[src/rtl/cnn_pkg.sv]
package cnn_pkg;

    localparam int DATA_W    = 32;
    localparam int KERNEL    = 5;               // window side
    localparam int TAPS      = KERNEL * KERNEL;
    localparam int N_KERNELS = 6;
    localparam int N_WEIGHTS = TAPS * N_KERNELS; // length of the weight stream

    // pixels and results share one signed format
    typedef logic signed [DATA_W-1:0] pixel_t;

    // tap j sits at window row j/KERNEL, column j%KERNEL, row 0 oldest
    typedef pixel_t [TAPS-1:0] taps_t;

    // bit j of a kernel word weights tap j, 1 adds and 0 subtracts
    typedef logic [TAPS-1:0] kernel_w_t;

endpackage

[src/rtl/cnn_counter.sv]
`timescale 1ns/1ps

module cnn_counter #(
    parameter int IMG_W = 28
) (
    input  logic       clk,
    input  logic       rstn,
    input  logic       clear,
    input  logic       weight_take,
    input  logic       pixel_take,
    output logic [7:0] weight_idx,
    output logic       weights_full,
    output logic       window_valid,
    output logic       last_pixel
);

    localparam int CW = $clog2(IMG_W);

    logic [CW-1:0] col;
    logic [CW-1:0] row;
    logic          col_end;
    logic          row_end;

    assign col_end = (col == CW'(IMG_W - 1));
    assign row_end = (row == CW'(IMG_W - 1));

    always_ff @(posedge clk or negedge rstn) begin
        if (!rstn) begin
            weight_idx <= '0;
            col        <= '0;
            row        <= '0;
        end else if (clear) begin
            weight_idx <= '0;
            col        <= '0;
            row        <= '0;
        end else begin
            if (weight_take)
                weight_idx <= weight_idx + 8'd1;
            if (pixel_take) begin
                col <= col_end ? '0 : col + 1'b1;
                if (col_end)
                    row <= row_end ? '0 : row + 1'b1;
            end
        end
    end

    assign weights_full = (weight_idx == 8'(cnn_pkg::N_WEIGHTS));

    // strobes, only during an accept
    assign window_valid = pixel_take && (row >= CW'(cnn_pkg::KERNEL - 1))
                          && (col >= CW'(cnn_pkg::KERNEL - 1));
    assign last_pixel   = pixel_take && row_end && col_end;

endmodule

[config.mk]
export PLATFORM = sky130hd
export DESIGN_NAME = cnn_counter
export DESIGN_NICKNAME = d
export VERILOG_FILES = /design/src/rtl/cnn_pkg.sv /design/src/rtl/cnn_counter.sv
export SDC_FILE = /design/constraint.sdc
export NUM_CORES = 1
export LEC_CHECK = 0
export BUFFER_PORTS_ARGS = -buffer_cell sky130_fd_sc_hd__buf_4
export CAP_MARGIN = 20
export CELL_PAD_IN_SITES_DETAIL_PLACEMENT = 0
export CELL_PAD_IN_SITES_GLOBAL_PLACEMENT = 1
export CORE_UTILIZATION = 44
export CTS_CLUSTER_DIAMETER = 40
export CTS_CLUSTER_SIZE = 10
export DETAILED_ROUTE_END_ITERATION = 6
export PLACE_DENSITY_LB_ADDON = 0.1
export RECOVER_POWER = 25
export SYNTH_ARGS = -nofsm -noshare
export SYNTH_HDL_FRONTEND = slang
export SYNTH_SLANG_ARGS = --single-unit
export TNS_END_PERCENT = 5
[constraint.sdc]
create_clock -name clk -period 2.8 [get_ports clk]
set_input_delay 0.14 -clock clk [delete_from_list [all_inputs] [get_ports clk]]
set_output_delay 0.14 -clock clk [all_outputs]
set_load 0.01 [all_outputs]
* Yosys cells after proc, flatten, opt, wreduce, memory -nomap -nowiden
Index checks and enable logic that the tools add are counted.
** Storage, ports and cells
- Flip-flop bits (word level) :: 18
- Latch bits :: 0
- RAM bits :: 0
- Memory bits (read-only) :: 0
- Input port bits :: 5
- Logic and storage cells :: 28
- Memories kept :: 0
** Operators by class
- Add/sub/neg operators :: 3
- Multiply operators :: 0
- Divide/modulo/power cells :: 0
- Magnitude comparators :: 2
- Eq/ne operators :: 3
- Shifts and indexed selects :: 0
- Mux-type cells :: 9
- Bitwise operators :: 0
- Reductions and logical operators :: 8
** Operator list (number)
- $mux 5 :: 7
- $mux 8 :: 2
- $add 5x1->5 const B :: 2
- $eq 5x5->1 const B :: 2
- $ge 5x3->1 const B :: 2
- $add 8x1->8 const B :: 1
- $eq 8x8->1 const B :: 1
- $reduce_bool 2->1 :: 3
- $logic_and 1x1->1 :: 4
- $reduce_and 2->1 :: 1

* Logic depth before layout (Yosys ltp)
Gate-level depths: netlist (run 1).
- Depth in word-level cells :: 5
- Gate-level depth with buffers :: 5
- Depth with buffers taken out :: 4

* Worst setup path before layout (run 1)
No wires, ideal clock.
- Path kind :: register to output
- From :: register col[0]
- To :: output port last_pixel
- Arrival :: 1320 ps
- Data required time :: 2660 ps
- Path slack :: 1340 ps
- Cell stages (with the launch flop) :: 6
- Buffers on the path :: 1
- Cells stage by stage :: dfrtp_1 -> ha_1 -> and2_1 -> clkbuf_1 -> nand3_1 -> nor3_1
** On the way
- Longest elaborated chain between the ends :: 2
** RTL lines
- start: declaration :: RTL line cnn_counter.sv:19 : logic [CW-1:0] col;
- start signal: assignment :: RTL line cnn_counter.sv:40 : col <= col_end ? '0 : col + 1'b1;
- $eq 5x5->1 :: RTL line cnn_counter.sv:24 : assign col_end = (col == CW'(IMG_W - 1));
- $logic_and 1x1->1 :: RTL line cnn_counter.sv:52 : assign last_pixel = pixel_take && row_end && col_end;
- end: declaration :: RTL line cnn_counter.sv:14 : output logic last_pixel
Every way passes these cells.

* Worst setup path after layout (run 1)
Same ends and word-level chain as after synthesis.

==> results of run 1 <==
==> layer usage <==
layer	global-route usage [%]	share of wire [%]
met1	28.3	52
met2	26.0	43
met3	3.64	3.6
met5	0	0
met4	6.94	0.69
==> state kept, by name, indices dropped and copies added (netlist names) <==
name / cells
col: 5
weight_idx: 8
row: 5
==> report_power, final <==
group	internal (mW)	switching, mW	leakage (nW)
clock network	0.0793	0.0865	0.0210
logic	0.0167	0.0236	0.271
registers	0.265	0.00707	0.248
total	0.361	0.117	0.540
==> layout make-up <==
cell class | instances | area (µm²) | share of cell area, %
Clock buffer | 4 | 36.3 | 3.06
Inverter | 8 | 30.0 | 2.53
Multi-Input combinational cell | 81 | 517 | 43.5
Sequential cell | 18 | 450 | 37.9
Tap cell | 28 | 35.0 | 2.95
Timing Repair Buffer | 16 | 119 | 10.0
==> repair_timing <==
item | 4_1_cts | 5_1_grt
setup endpoints to repair | 0 | 0
endpoints found under the hold margin | 18 | 0
hold buffers | 1 | 0
==> logic make-up after synthesis <==
kind of cell	Yosys count	synth area share, %
and+or+nand+nor	47	24.6
buffers and inverters	14	6.30
AOI/OAI and AO/OA	22	13.0
DFF	18	43.6
xor gates and xnor gates	5	4.24
adders and majority gates	6	7.27
muxes	1	0.970
==> worst paths after layout <==
path                                   from            end  slack (ns)  cells after the start
worst max-delay path                 col[0]     last_pixel        0.97                      5
worst min-delay path            weight_take  weight_idx[1]        0.07                      2
worst max register to register       col[0]         col[4]        1.37                      4
worst min register to register       col[0]         col[0]        0.59                      2
max in group asynchronous              rstn  weight_idx[1]        1.65                      2
min in group asynchronous              rstn         row[3]        0.53                      2
==> cells in the mapped netlist, drive strengths merged <==
library cell and count:
dfrtp 18, nand2 10, a21oi 9, inv 8, nand3 8, nor2 8, o21ai 7, ha 6
nand4 5, nor3 5, or3 5, buf 4, xor2 4, a211oi 3, clkbuf 2, nand3b 2
a211o 1, a311o 1, and2 1, and3b 1, mux2i 1, o32ai 1, or3b 1, or4 1
xnor2 1
==> cell usage in the layout (no fill, tap or decap), types with 3 or more instances in the layout <==
master,n
a211oi_1,3
a21oi_1,8
buf_4,14
clkbuf_4,3
dfrtp_1,18
ha_1,6
inv_1,8
nand2_1,10
nand3_1,8
nand4_1,5
nor2_1,8
nor3_1,5
o21ai_0,6
or3_1,5
xor2_1,4
==> impl_results.md, run 1 <==
* Outcome: finished, final reports clean
* Crit-path slowest cell: dfrtp_1
* Final WS setup at around 0.97 ns
* RSZ-0062 raised after global routing: no
* Worst path max stage delay at 0.42 ns
* Relative slew margins at 30.6%
* Critical-path cell list: ha_1 -> and2_1 -> nand3_1 -> nor3_1 -> buf_4
* Largest net degree at the start of global routing at 21
* WP data required at 2.66 ns
* I/O pins at 16
* Seq/Total Area, Yosys at 43.6%
* Hold Fails Final Rpt at 0
* TritonCTS buffer count at 3
* Layout cells sized above 1 at roughly 17%
* Finished Cell Area at 1190 µm²
* # Max-Cap Violations at 0
* Insertion delay to the later sink of the worst-skew pair at 0.30 ns
* Routed Antenna Nets at 0
* Setup TNS at 0 ns
* Fmax at 547 MHz
* Clock-pin transition on the worst setup and hold timing paths at 0.11 ns
* Startpoint Class: register
* DRT iter0 DRCs at 26
* HPWL after DPL at between 1000 and 1500 µm
* Endpoint class of the critical path: primary output
* Initial Util at 46.7%
* Via density at 5.50
* First-pass GRT wire length at 3480 µm
* Area grow syn2layout at 15.0%
* Fin. max-slew vios at 0
* Setup Skew at approximately 0.0027 ns
* Remaining DRCs at 0
* Initial antenna violation count at 0
* Ant. Diodes at 0
* Clk buf depth at 2
* H-tree Lvls at 1
* Placed cell area at 1140 µm²
* Synth top area cells: dfrtp_1, ha_1, a21oi_1
* Via count at roughly 850
* Port bufs at 15
* Yosys top cell area share at between 40 and 50%
* Tcrit/Tclk final at 65.3%
* Total power per unit cell area at 403 nW/µm²
* Largest delay share family, worst path: simple AND/OR/NAND/NOR gates
* Core area at 2210 µm²
* Leak pwr at 0.540 nW
* Crit path time final at ~1.8 ns
* Routed wire per std cell at between 10 and 15 µm
* Die ar. at between 2000 and 3000 µm²
* Avg Cell Area, Syn at 9.13 µm²
* Worst-path maximum fanout at 6
* Die height at 50.4 µm
* Die W at 50.4 µm
* Clk sinks at 18
* Post-cts sizing count at 0
* Synth area leader: dfrtp_1
* Peak VDD IR at 0.207 mV
* Worst slack, placed at 1.31 ns
* Ys Warns at 0
* Placed insts at 150
* Buffer and inverter count on the worst path at 1
* Finish-stage setup viols at 0
* Root buf cell: clkbuf_4
* Row count at 17
* Worst Setup Path Type: reg2out
* Final #Nets at 139
* Post-Syn Nets at 124
* Actual slew at the worst max-slew pin at 1.04 ns
* Worst hold-check path type: in2reg
* Cell Count, Final, Fillers Out at ~160
* Hold_ws at 0.0686 ns
* Final Power at 478 µW
* Post-CTS Setup Bufs at 0
* Total GRT Usage at about a fifth
* Critical Path AT at 1.69 ns
* Register bit count reported by yosys at 18
* Fin util at between 50 and 60%
* Number of fill cells at 201
* Total gr overflow at 0
* Router iterations before antenna repair at 5
* Gpl congestion at 0.765
* Syn Inst Count at 113
* Final WL at 2030 µm
* TritonCTS clock tree: yes
* Synth unique cells at 31
* Synthesized cell area at 1030 µm²
* Vias in the first global route at 726
(Power assumes the default switching activity.)
==> run 2, diff against run 1 <==
- ABC_AREA: default -> 1
- CORE_UTILIZATION: 44 -> 40
- clock period: 2.8 -> 1.8 ns (I/O delays scaled with it)
==> run 2 against run 1 <==
- wire length fell by 2.8%
- largest cell class unchanged
- final area rose by 1.8%
- clock-buffer cell count did not move
- highest routed layer unchanged
- clock power rose by 48%
==> impl_results.md, run 2 <==
* Register bit count reported by yosys at 18 (unchanged)
* Final WS setup at 0.224 ns (-0.748 ns)
* Synthesized cell area at 1030 µm² (-0.48%)
* Root buf cell: clkbuf_4
* Fmax at between 600 and 700 MHz
* Initial antenna violation count at 0 (unchanged)
* Finish-stage setup viols at 0 (unchanged)
* Seq/Total Area, Yosys at 43.8% (+0.21 points)
* Post-Syn Nets at 139 (+12%)
* Startpoint Class: register
* Fin. max-slew vios at 0 (unchanged)
* Critical Path AT at 1.49 ns (-0.20 ns)
* Async SR Flop Fraction at 100% (unchanged)
* Remaining DRCs at 0 (unchanged)
* Core area at 2320 µm² (+4.8%)
* EDFF count, synth at 0 (unchanged)
* Avg Cell Area, Syn at 8.03 µm² (-12%)
* Ys Warns at 0 (unchanged)
* Vias in the first global route at 810 (+12%)
* Layout cells sized above 1 at 17.7% (+1.2 points)
* Largest Register: weight_idx
* Final #Nets at 159 (+14%)
* Worst hold-check path type: in2reg
* Fin util at 52.1% (-1.5 points)
* Most frequent cells in the layout: nand2_1, dfrtp_1, nand3_1, nor2_1, buf_4
* Outcome: finished, final reports clean
* Total power per unit cell area at 696 nW/µm² (+73%)
* DRT iter0 DRCs at 17 (-35%)
* Largest net degree at the start of global routing at 19 (-9.5%)
* Leading cell type in the layout, fill and taps excluded: nand2_1
* Endpoint class of the critical path: primary output
* First-pass GRT wire length at 3500 µm (+0.40%)
* Die height at 52.7 µm (+4.4%)
* Via count at 880 (+3.2%)
* Worst path max stage delay at 0.38 ns (-0.04 ns)
* Gpl congestion at 0.783 (+2.4%)
* Buffer and inverter count on the worst path at 2 (+1)
* Final Power at 841 µW (+76%)
* Peak VDD IR at 0.429 mV (+110%)
* Die W at 52.7 µm (+4.4%)
* Worst slack, placed at 0.565 ns (-0.745 ns)
* Total GRT Usage at 17.8% (-0.92 points)
* Area grow syn2layout at 17.7%
* TritonCTS clock tree: yes
* Insertion delay to the later sink of the worst-skew pair at 0.29 ns (about the same)
* Synth top area cells: dfrtp_1, nand3_1, nand2_1
* Clk buf depth at 2 (unchanged)
* Port bufs at 15 (unchanged)
* Row count at 17 (unchanged)
* Leak pwr at 0.616 nW (+14%)
* # Max-Cap Violations at 0 (unchanged)
* I/O pins at 16 (unchanged)
* Router iterations before antenna repair at 4 (-1)
* Largest register FFs at 8 (unchanged)
* Via density at 5.03 (-8.6%)
* Relative slew margins at 33.9% (+3.3 points)
* Initial Util at 44.3% (-2.4 points)
* Syn Inst Count at 128 (+13%)
* Yosys top cell area share at 43.8% (+0.21 points)
* Clock-pin transition on the worst setup and hold timing paths at 0.10 ns (about the same)
* Synth Flop Type: dfrtp_1
* Routed Antenna Nets at 0 (unchanged)
* RSZ-0062 raised after global routing: no
* Ant. Diodes at 0 (unchanged)
* Total gr overflow at 0 (unchanged)
* Clk sinks at 18 (unchanged)
* Setup TNS at 0 ns (unchanged)
* Actual slew at the worst max-slew pin at 0.992 ns (-0.0490 ns)
* WP data required at 1.71 ns (-0.95 ns)
* Worst Setup Path Type: reg2out
* Most common cell in the netlist: nand2_1
* HPWL after DPL at 1450 µm (+4.3%)
* Final WL at 1970 µm (-2.8%)
* Hold Fails Final Rpt at 0 (unchanged)
* H-tree Lvls at 1 (unchanged)
* Critical-path cell list: ha_1 -> nand2_1 -> inv_1 -> nand3_2 -> nor3_1 -> buf_4
* Tcrit/Tclk final at between 80% and 90%
* Number of fill cells at 234 (+16%)
* Worst-path maximum fanout at 3 (-3)
* Largest regs: weight_idx: 8 flops, col: 5 flops, row: 5 flops
* TritonCTS buffer count at 3 (unchanged)
* Die ar. at 2770 µm² (+9.1%)
* Post-cts sizing count at 0 (unchanged)
* Most frequent cells after synthesis: nand2_1, dfrtp_1, nand3_1
* Crit-path slowest cell: dfrtp_1
* Synth area leader: dfrtp_1
* Setup Skew at 0.00948 ns (+0.00682 ns)
* Crit path time final at 1.58 ns
* Routed wire per std cell at 11.3 µm (-14%)
* Largest delay share family, worst path: flip-flops
* Synth unique cells at 21 (-32%)
-- run 2: cell count changes in the layout (fill, tap and decap cells not counted), sizes merged, moves of 2 or more --
cell,delta
or3,-5
nand3b,-2
inv,+7
nor2,+10
a211oi,-3
nand3,+10
nand2,+15
a21oi,-4
nand4,-2
xor2,-2
-- run 2: cell families (layout without fill, tap and decap cells) --
kind of cell	Yosys count	after routing	synth area share, %
buf+inv	17	36	7.31
xor+xnor	4	4	3.41
fa+ha+maj	6	6	7.31
compound gates	12	12	6.09
simple gates	71	71	32.0
flops	18	18	43.8
-- run 2: repair_timing --
item | CTS | global route
hold buffers | 2 | 0
hold endpoints to repair | 19 | 0
buffers inserted | 0 | 0
-- run 2: worst min-delay path, cell delays in order --
cell and delay [ns]:
buf_4 0.11, nand3_1 0.07, nand2_1 0.06
-- run 2: worst paths after layout --
| path | start | endpoint | slack (ns) | cells past startpoint |
|---|---|---|---|---|
| setup / recovery | col[0] | last_pixel | 0.22 | 6 |
| hold / removal | weight_take | weight_idx[0] | 0.07 | 3 |
| setup reg to reg | col[0] | col[3] | 0.57 | 8 |
| hold reg to reg | weight_idx[3] | weight_idx[3] | 0.57 | 1 |
| max in group asynchronous | rstn | col[3] | 0.73 | 2 |
| min in group asynchronous | rstn | weight_idx[5] | 0.46 | 2 |
-- run 2: per-layer routing --
| layer | share of wire [%] | up-vias | track usage [%] |
|---|---|---|---|
| li1 | - | 460 | - |
| met1 | 48 | 397 | 22.3 |
| met2 | 46 | 21 | 29.1 |
| met3 | 4.9 | 2 | 6.09 |
| met4 | 0.71 | 0 | 3.95 |
| met5 | 0 | - | 0 |
-- run 2: cell type report --
type                       instances  area (µm²)  share of cell area (%)
multi-input combinational         93         502                    41.5
sequential                        18         450                    37.3
timing repair buffer              17         129                    10.7
inverter                          15        56.3                    4.66
clock buffer                       4        36.3                    3.00
tap                               28        35.0                    2.90
-- run 2: stage by stage --
stage / std cells / cell area [µm²] / hold WS (ns)
floorplan: 128 / 1030 / -0.206
global placement: 169 / 1160 / -0.0241
detailed placement: 169 / 1160 / -0.0252
CTS: 175 / 1210 / 0.0477
global route: 175 / 1210 / 0.0598
finish: 175 / 1210 / 0.0680
-- run 2: where the power goes --
group          switching [mW]  internal [mW]  total, mW  leakage, nW
clock                   0.122          0.123      0.245       0.0210
combinational          0.0771         0.0519      0.129        0.350
sequential             0.0321          0.435      0.467        0.245
==> run 3, diff against run 2 <==
- RECOVER_POWER: 25 -> default
==> run 3 against run 2 <==
- sequential power is essentially flat
- combinational power is essentially flat
- first-iteration DRC count is the same
- total power grew 0.15%
- clock-buffer cell count is the same
- die area is the same
- flip-flop and latch count is the same
- cell count is the same
- setup slack is essentially flat
- critical path type unchanged
==> impl_results.md, run 3 (same netlist as run 2, synthesis figures left out) <==
* Peak VDD IR at 0.429 mV (about the same)
* I/O pins at 16 (unchanged)
* WP data required at 1.71 ns (about the same)
* Area grow syn2layout at 18.0%
* R2r startpoint: col[0]
* Hold path startpoint: weight_take
* Largest register FFs at 8 (unchanged)
* Startpoint Class: register
* TritonCTS clock tree: yes
* Fin util at 52.3% (+0.16 points)
* Tcrit/Tclk final at 87.6% (about the same)
* Crit path time final at 1.58 ns (+0.00000600 ns)
* Via count at 882 (+0.23%)
* Endpoint class of the critical path: primary output
* Clk sinks at 18 (unchanged)
* Finish-stage setup viols at 0 (unchanged)
* Worst Setup Path Type: reg2out
* Vias in the first global route at 810 (unchanged)
* RSZ-0062 raised after global routing: no
* Via density at 5.04 (+0.23%)
* Insertion delay to the later sink of the worst-skew pair at 0.29 ns (about the same)
* Most frequent cells in the layout: nand2_1, dfrtp_1, nand3_1, nor2_1, buf_4
* Total GRT Usage at 17.8% (unchanged)
* Hold_ws at 0.0680 ns (unchanged)
* # Max-Cap Violations at 0 (unchanged)
* First-pass GRT wire length at 3500 µm (unchanged)
* Final WL at 1970 µm (+0.20%)
* Largest regs: weight_idx: 8 flops, col: 5 flops, row: 5 flops
* Worst path max stage delay at 0.38 ns (about the same)
* Critical-path cell list: ha_1 -> nand2_1 -> inv_1 -> nand3_2 -> nor3_1 -> buf_4
* Row count at 17 (unchanged)
* Routed Antenna Nets at 0 (unchanged)
* Layout cells sized above 1 at 18.4% (+0.68 points)
* DRT iter0 DRCs at 17 (unchanged)
* Setup TNS at 0 ns (unchanged)
* Crit-path slowest cell: dfrtp_1
* Number of fill cells at 234 (unchanged)
* Routed wire per std cell at 11.3 µm (+0.20%)
* Critical Path AT at 1.49 ns (about the same)
* Largest delay share family, worst path: flip-flops
* Actual slew at the worst max-slew pin at 0.309 ns (-0.683 ns)
* Core area at 2320 µm² (unchanged)
* Leak pwr at 0.620 nW (+0.59%)
* Die ar. at 2770 µm² (unchanged)
* Final #Nets at 159 (unchanged)
* Die W at 52.7 µm (unchanged)
* Leading cell type in the layout, fill and taps excluded: nand2_1
* Clock-pin transition on the worst setup and hold timing paths at 0.10 ns (about the same)
* Initial antenna violation count at 0 (unchanged)
* Largest Register: weight_idx
* Clk buf depth at 2 (unchanged)
* Cell Count, Final, Fillers Out at 175 (unchanged)
* Post-cts sizing count at 0 (unchanged)
* Worst hold-check path type: in2reg
* Fmax at 634 MHz (about the same)
* Router iterations before antenna repair at 4 (unchanged)
* H-tree Lvls at 1 (unchanged)
* Fin. max-slew vios at 0 (unchanged)
* Buffer and inverter count on the worst path at 2 (unchanged)
* Hold Fails Final Rpt at 0 (unchanged)
* Initial Util at 44.3% (unchanged)
* HPWL after DPL at 1450 µm (unchanged)
* Remaining DRCs at 0 (unchanged)
* Gpl congestion at 0.783 (unchanged)
* Largest net degree at the start of global routing at 19 (unchanged)
* Outcome: finished, final reports clean
* TritonCTS buffer count at 3 (unchanged)
* Worst-path maximum fanout at 3 (unchanged)
* Ant. Diodes at 0 (unchanged)
* CP Launch Point: col[0]
* Total gr overflow at 0 (unchanged)
* Relative slew margins at 79.4% (+46 points)
* Placed insts at 169 (unchanged)
* Setup Skew at 0.00948 ns (unchanged)
* Port bufs at 15 (unchanged)
* Total power per unit cell area at 694 nW/µm² (-0.16%)
* Die height at 52.7 µm (unchanged)
* Root buf cell: clkbuf_4
## run 3: stage by stage
stage	setup slack, ns	power, mW	cell area, µm²
6_report	0.224	0.842	1210
2_1_floorplan	0.615	0.557	1030
3_5_place_dp	0.565	0.603	1160
4_1_cts	0.216	0.858	1210
5_1_grt	0.135	0.900	1210
3_3_place_gp	0.560	0.598	1160
## run 3: what timing repair did
action	CTS	global route
buffers inserted	0	0
hold buffers	2	0
hold endpoints to repair	19	0
## run 3: worst reg2reg max path: stages (launching register included)
cell and delay [ns]:
dfrtp_1 0.41, ha_1 0.23, nand2_1 0.06, inv_1 0.05, nand3_2 0.10, nand2_4 0.09, inv_2 0.10, nand2_1 0.05
nor2_1 0.08
## run 3: path summary, 6_finish.rpt
kind,to,slack [ns],cells after the start
setup / recovery,last_pixel,0.22,6
hold / removal,weight_idx[0],0.07,3
setup reg to reg,col[3],0.57,8
hold reg to reg,weight_idx[3],0.57,1
max in group asynchronous,col[3],1.41,2
min in group asynchronous,weight_idx[5],0.18,2
## run 3: power by group
part	total (mW)	switching [mW]	internal, mW
combinational	0.130	0.0772	0.0529
clock	0.245	0.122	0.123
sequential	0.467	0.0321	0.435
total	0.842	0.231	0.611
## run 3: per-layer routing
metal / routed length (µm) / share of wire (%) / GRT usage, % / vias to the layer above
met5: 0 / 0 / 0 / -
met4: 14 / 0.71 / 3.95 / 0
met3: 103 / 5.2 / 6.09 / 2
met2: 909 / 46 / 29.1 / 21
met1: 946 / 48 / 22.3 / 399
li1: - / - / - / 460
## run 3: area by class of cell
cell class,instances,area (µm²),area share [%]
multi-input cells,93,502,41.4
well taps,28,35.0,2.89
clock buffers,4,36.3,2.99
inverters,15,56.3,4.64
repair buffers,17,133,10.9
flip-flops and latches,18,450,37.2
